[src/logic/rv_consts.svh]
`ifndef RV_CONSTS_SVH
`define RV_CONSTS_SVH

// major opcodes handled by the execute core
`define RV_OP_LUI      7'b0110111
`define RV_OP_IMM      7'b0010011
`define RV_OP_REG      7'b0110011
`define RV_OP_IMM32    7'b0011011
`define RV_OP_REG32    7'b0111011

// funct3 encodings shared by register and immediate forms
`define RV_F3_ADD_SUB  3'b000
`define RV_F3_SLL      3'b001
`define RV_F3_SLT      3'b010
`define RV_F3_SLTU     3'b011
`define RV_F3_XOR      3'b100
`define RV_F3_SRL_SRA  3'b101
`define RV_F3_OR       3'b110
`define RV_F3_AND      3'b111

// funct7 for register forms
`define RV_F7_BASE     7'b0000000
`define RV_F7_ALT      7'b0100000

// upper six bits of a 64-bit shift immediate
`define RV_F6_SRL      6'b000000
`define RV_F6_SRA      6'b010000

// alu operation codes
`define ALU_ADD        4'd0
`define ALU_SUB        4'd1
`define ALU_SLL        4'd2
`define ALU_SLT        4'd3
`define ALU_SLTU       4'd4
`define ALU_XOR        4'd5
`define ALU_SRL        4'd6
`define ALU_OR         4'd7
`define ALU_AND        4'd8
`define ALU_SRA        4'd9
// pass operand b straight through
`define ALU_LUI        4'd10

`define REG_COUNT      32
`define ZERO_WORD      64'h0000_0000_0000_0000

`endif

[src/logic/rv_pkg.sv]
package rv_pkg;

  // one architectural data word
  typedef logic [63:0] xlen_t;

  // register index, x0 .. x31
  typedef logic [4:0] reg_addr_t;

  // raw instruction as strobed in
  typedef logic [31:0] instr_t;

  // alu operation select
  typedef logic [3:0] alu_op_t;

  // major opcode field, instr[6:0]
  typedef logic [6:0] opcode_t;

  // minor opcode field, instr[14:12]
  typedef logic [2:0] funct3_t;

  // upper function field, instr[31:25]
  typedef logic [6:0] funct7_t;

  // shift amount
  // full 6 bits for rv64, bit 5 forced low on word ops
  typedef logic [5:0] shamt_t;

endpackage

[src/logic/id_stage.sv]
`timescale 1ns/1ps
`include "rv_consts.svh"

module id_stage (
  input  rv_pkg::instr_t    instr,
  input  logic              instr_valid,
  output rv_pkg::reg_addr_t rs1,
  output rv_pkg::reg_addr_t rs2,
  output rv_pkg::reg_addr_t rd,
  output logic              rs1_ren,
  output logic              rs2_ren,
  output logic              rd_wen,
  output rv_pkg::xlen_t     imm,
  output logic              use_imm,
  output logic              word_op,
  output rv_pkg::alu_op_t   alu_op,
  output logic              illegal_instr
);

  rv_pkg::opcode_t opcode;
  rv_pkg::funct3_t funct3;
  rv_pkg::funct7_t funct7;
  logic [5:0]      funct6;
  rv_pkg::xlen_t   imm_i;
  rv_pkg::xlen_t   imm_u;
  rv_pkg::alu_op_t f3_op;
  logic            legal;
  logic            rs1_use;
  logic            rs2_use;

  // fixed field positions
  assign opcode = instr[6:0];
  assign rd     = instr[11:7];
  assign funct3 = instr[14:12];
  assign rs1    = instr[19:15];
  assign rs2    = instr[24:20];
  assign funct7 = instr[31:25];
  // shift immediates give up bit 25 to shamt[5]
  assign funct6 = instr[31:26];

  // sign-extended immediates
  assign imm_i = {{52{instr[31]}}, instr[31:20]};
  assign imm_u = {{32{instr[31]}}, instr[31:12], 12'h000};

  // funct3 to alu op
  // bit 30 picks arithmetic right shift in both forms
  always_comb begin
    case (funct3)
      `RV_F3_ADD_SUB: f3_op = `ALU_ADD;
      `RV_F3_SLL:     f3_op = `ALU_SLL;
      `RV_F3_SLT:     f3_op = `ALU_SLT;
      `RV_F3_SLTU:    f3_op = `ALU_SLTU;
      `RV_F3_XOR:     f3_op = `ALU_XOR;
      `RV_F3_SRL_SRA: f3_op = instr[30] ? `ALU_SRA : `ALU_SRL;
      `RV_F3_OR:      f3_op = `ALU_OR;
      default:        f3_op = `ALU_AND;
    endcase
  end

  always_comb begin
    legal   = 1'b0;
    rs1_use = 1'b0;
    rs2_use = 1'b0;
    use_imm = 1'b0;
    word_op = 1'b0;
    imm     = imm_i;
    alu_op  = `ALU_ADD;
    case (opcode)
      `RV_OP_LUI: begin
        legal   = 1'b1;
        use_imm = 1'b1;
        imm     = imm_u;
        alu_op  = `ALU_LUI;
      end
      `RV_OP_IMM: begin
        rs1_use = 1'b1;
        use_imm = 1'b1;
        alu_op  = f3_op;
        // only shifts constrain the upper bits
        case (funct3)
          `RV_F3_SLL:     legal = (funct6 == `RV_F6_SRL);
          `RV_F3_SRL_SRA: legal = (funct6 == `RV_F6_SRL) || (funct6 == `RV_F6_SRA);
          default:        legal = 1'b1;
        endcase
      end
      `RV_OP_REG: begin
        rs1_use = 1'b1;
        rs2_use = 1'b1;
        alu_op  = f3_op;
        // alt funct7 only valid for sub and sra
        legal   = (funct7 == `RV_F7_BASE) ||
                  ((funct7 == `RV_F7_ALT) &&
                   ((funct3 == `RV_F3_ADD_SUB) || (funct3 == `RV_F3_SRL_SRA)));
        if ((funct3 == `RV_F3_ADD_SUB) && (funct7 == `RV_F7_ALT)) begin
          alu_op = `ALU_SUB;
        end
      end
      `RV_OP_IMM32: begin
        // addiw only
        rs1_use = 1'b1;
        use_imm = 1'b1;
        word_op = 1'b1;
        legal   = (funct3 == `RV_F3_ADD_SUB);
      end
      `RV_OP_REG32: begin
        // addw and subw only
        rs1_use = 1'b1;
        rs2_use = 1'b1;
        word_op = 1'b1;
        legal   = (funct3 == `RV_F3_ADD_SUB) &&
                  ((funct7 == `RV_F7_BASE) || (funct7 == `RV_F7_ALT));
        alu_op  = (funct7 == `RV_F7_ALT) ? `ALU_SUB : `ALU_ADD;
      end
      default: begin
        legal = 1'b0;
      end
    endcase
  end

  // reads and writeback only for a valid, legal instruction
  assign rs1_ren       = instr_valid && legal && rs1_use;
  assign rs2_ren       = instr_valid && legal && rs2_use;
  assign rd_wen        = instr_valid && legal;
  assign illegal_instr = instr_valid && !legal;

endmodule

[config.mk]
export PLATFORM = sky130hd
export DESIGN_NAME = id_stage
export DESIGN_NICKNAME = d
export VERILOG_FILES = /design/src/logic/rv_pkg.sv /design/src/logic/id_stage.sv
export VERILOG_INCLUDE_DIRS = /design/src /design/src/logic
export SDC_FILE = /design/constraint.sdc
export NUM_CORES = 1
export LEC_CHECK = 0
export BUFFER_PORTS_ARGS = -buffer_cell sky130_fd_sc_hd__buf_2
export CAP_MARGIN = 20
export CORE_UTILIZATION = 34
export DETAILED_ROUTE_END_ITERATION = 6
export PLACE_DENSITY = 0.85
export REMOVE_ABC_BUFFERS = 1
export SLEW_MARGIN = 20
export SYNTH_ARGS = -nofsm -noshare
export SYNTH_HDL_FRONTEND = slang
export SYNTH_SLANG_ARGS = --single-unit
[constraint.sdc]
create_clock -name vclk -period 1.3
set_input_delay 0.13 -clock vclk [all_inputs]
set_output_delay 0.13 -clock vclk [all_outputs]
set_load 0.02 [all_outputs]
Word-level counts from Yosys, hierarchy flattened
Index checks and enable logic that the tools add are counted.
Storage, ports and cells
  register bits: 0
  input port bits: 33
  output and inout port bits: 89
  logic and storage cells: 44
Cells by class
  equality and inequality tests: 13
  mux-type cells: 12
  reductions and logical operators: 19
Operator list (number)
  2-to-1 mux 31 bit: 1
  == test 7 x 6 -> 1 bit, second input constant: 4
  one-hot mux 4 bit (7 select lines): 1
  one-hot mux 4 bit (4 select lines): 1
  == test 7 x 5 -> 1 bit, second input constant: 2
  == test 3 bit, second input constant: 3
  2-to-1 mux 4 bit: 2
  logical AND 1 bit: 7
  logical NOT 7 bit: 1
  == test 3 x 2 -> 1 bit, second input constant: 2
  == test 6 x 5 -> 1 bit, second input constant: 1
  logical NOT 6 bit: 1
  2-to-1 mux 1 bit: 5
  one-hot mux 1 bit (5 select lines): 1
  logical OR 1 bit: 4
  OR reduction 2 bit: 2
  OR reduction 4 bit: 1
  == test 3 x 1 -> 1 bit, second input constant: 1
  logical NOT 3 bit: 1
  OR reduction 3 bit: 1
  one-hot mux 1 bit (2 select lines): 1
  logical NOT 1 bit: 1

Logic depth before layout (Yosys ltp)
  depth in word-level cells: 7
  mapped depth: 5
  mapped depth without buffers: 4

Least setup slack after synthesis
No wires, ideal clock.
  path kind: input to output
  start: input port instr[25]
  end: output port alu_op[0]
  data arrival time: 1.447 ns
  required time: 1.170 ns
  setup slack: -0.277 ns
  stages: 4
  path buffers: 0
  cell sequence: or4_4 > nor2_4 > a311oi_1 > o31ai_1
On the way
  word-level cells in the longest chain between the ends: 4
  elaborated cells between the ends (all ways): 5
  classes of those cells: eq/ne: 1; mux: 3; reduce/logical: 1
RTL lines
  start: declaration: line id_stage.sv:5  | input rv_pkg::instr_t instr,
  == test 7 x 6 -> 1 bit (no line) *
  logical AND 1 bit: line id_stage.sv:94  | if ((funct3 == `RV_F3_ADD_SUB) && (funct7 == `RV_F7_ALT)) begin
  2-to-1 mux 4 bit: line id_stage.sv:94
  one-hot mux 4 bit (4 select lines) *: line id_stage.sv:68  | case (opcode)
  end: declaration: line id_stage.sv:16  | output rv_pkg::alu_op_t alu_op,
Mark *: on every way between the ends. The rest lies on a longest branch, timed or not.

Worst setup path in the final report
  start: input port instr[29]
  end: output port alu_op[0]
The elaborated chain is that of the path after synthesis.

==> summary.md <==
| Metric | Value |
|---|---|
| Routed wire length | `3410 um` |
| Vias in the first global route | `1050` |
| Largest net degree at the start of global routing | `35` |
| HPWL Detailed | `2390 um` |
| Sw Pwr | `341 uW` |
| Synth top area share | `0.376` |
| Final #Nets | `259` |
| Pins Over Slew Limit | `0` |
| Core region area | `2570 um^2` |
| Avg Synthesized Cell Area | `7.14 um^2` |
| Residual DRC | `0` |
| Seq cells | `0` |
| Worst setup SP type | `input port` |
| Grt ovf | `0` |
| Maximum VDD drop | `0.367 mV` |
| Status | `finished with violations` |
| Worst setup margin | `-0.231 ns` |
| Dpl ws | `-0.281 ns` |
| Pint | `277 uW` |
| Post-synthesis cell area | `957 um^2` |
| Post-synth top cells | `buf_4 (48), a21o_1 (18), nor2b_1 (13)` |
| Syn Inst Count | `134` |
| Antenna-violating nets left | `0` |
| I/O Pins | `122` |
| Worst Setup End Kind | `output pin` |
| Sequential cell fraction of total power | `0` |
| Gpl congestion | `0.789` |
| Initial core utilization | `0.373` |
| Antenna cells | `0` |
| Total chip power | `618 uW` |
| Port Buffers | `112` |
| Combinational share of power | `1.000` |
| RSZ-0062 raised after global routing | `true` |
| Share of cells above drive strength 1 | `0.754` |
| Register area share after synthesis | `0` |
| Row count | `18` |
| Die width | `55.1 um` |
| Synth area leaders | `buf_4 (38%), a21o_1 (14%), nor2b_1 (8.5%)` |
| Total GRT Usage | `0.195` |
| WP data required | `1.17 ns` |
| CP Class | `input port to output pin` |
| Switch share | `0.551` |
| Final period utilization | `1.18` |
| Placed Cells | `243` |
| Initial antenna violation count | `0` |
| Drt via density | `4.71` |
| Failing checks | `negative setup slack` |
| First-pass GRT wire length | `4420 um` |
| Average wire per standard cell | `13.4 um` |
| Drt first pass iters | `4` |
| Final min period | `1.53 ns` |
| Hold Fails Final Rpt | `0` |
| Leak | `0.000994 uW` |
| Fillers | `244` |
| Least-Margin Pin Slew | `0.354 ns` |
| CP max FO | `3` |
| YS warnings | `0` |
| Final std cells w/o fill | `254` |
| Worst hold path class | `input port to output pin` |
| Area growth from synthesis to layout | `80.1%` |
| Synth cell types | `39` |
| Power share of the clock group | `0` |
| Fmax | `653 MHz` |
| PwrDens | `358 nW/um^2` |
| DIE AREA | `3030 um^2` |
| Dominant cell type by area after synthesis | `buf_4` |
| Via Count | `1196` |
| Core Util, Final | `0.672` |
| CLK BUF | `0` |
| Die Y | `55.1 um` |
| FF/Latch Area | `0 um^2` |
| Post-CTS Hold Buffers | `0` |
| Max Cap Viol | `0` |
| Count leader, synth | `buf_4` |
| Setup violators final | `24` |
| Initial DRC count | `23` |
| Slew headroom | `0.761` |
| CP Data Arrival Time | `1.40 ns` |
[layout by cell type, fill, tap and decap left out, drive strengths merged, types with 2 or more instances in the layout]
cell / netlist / routed
buf: 53 / 146
a21o: 19 / 19
nor2b: 14 / 14
nor2: 5 / 5
nand2: 4 / 4
a21oi: 4 / 4
o21ai: 4 / 4
nor3: 3 / 3
o31ai: 3 / 3
nand3: 2 / 2
inv: 2 / 2
nand2b: 2 / 2
[final cells by class]
cell class / count / area [um^2] / area share
inverter: 2 / 7.51 / 0.00435
timing repair buffer: 146 / 1070 / 0.623
tap: 30 / 37.5 / 0.0218
multi-input combinational: 76 / 604 / 0.351
[logic make-up (layout without fill, tap and decap cells)]
logic type      Yosys count  count (layout)  synth area share
buf+inv                  58             148             0.446
simple gates             39              39             0.276
compound gates           36              36             0.269
xor+xnor                  1               1           0.00915
[critical path, stage by stage]
cell,delay [ns]
buf_6,0.09
or4_4,0.56
nor2_4,0.13
a311oi_1,0.09
o31ai_1,0.19
buf_2,0.20
[worst paths after layout]
check | startpoint | cells past startpoint | slack (ns) | end
hold / removal | instr[9] | 0 | 0.26 | rd[2]
setup / recovery | instr[29] | 6 | -0.23 | alu_op[0]
[metrics by stage]
| stage | setup TNS [ns] | hold slack [ns] | cell area (um^2) |
|---|---|---|---|
| floorplan | -29.67 | 0.260 | 538 |
| global placement | -3.72 | 0.260 | 1320 |
| detailed placement | -3.99 | 0.260 | 1320 |
| CTS | -3.49 | 0.260 | 1590 |
| global route | -4.56 | 0.260 | 1720 |
| finish | -3.34 | 0.260 | 1720 |
[timing repair]
action,in CTS,in global routing
setup endpoints to repair,34,39
gates resized for setup,46,44
pin swaps,9,2
cloned,4,0
setup buffers,8,1
[routing by layer]
layer	share of wire	GRT usage	vias up
met5	0	0	-
met4	0.014	0.0292	0
met3	0.065	0.0246	4
li1	-	-	591
met1	0.37	0.228	543
met2	0.55	0.378	58
[power by group through the flow]
stage / Combinational, uW / Clock, uW / Sequential, uW
global placement: 509 / 0 / 0
global route: 657 / 0 / 0
CTS: 569 / 0 / 0
detailed placement: 514 / 0 / 0
floorplan: 165 / 0 / 0
finish: 618 / 0 / 0
Note: power is estimated with default switching activity, not from simulation.
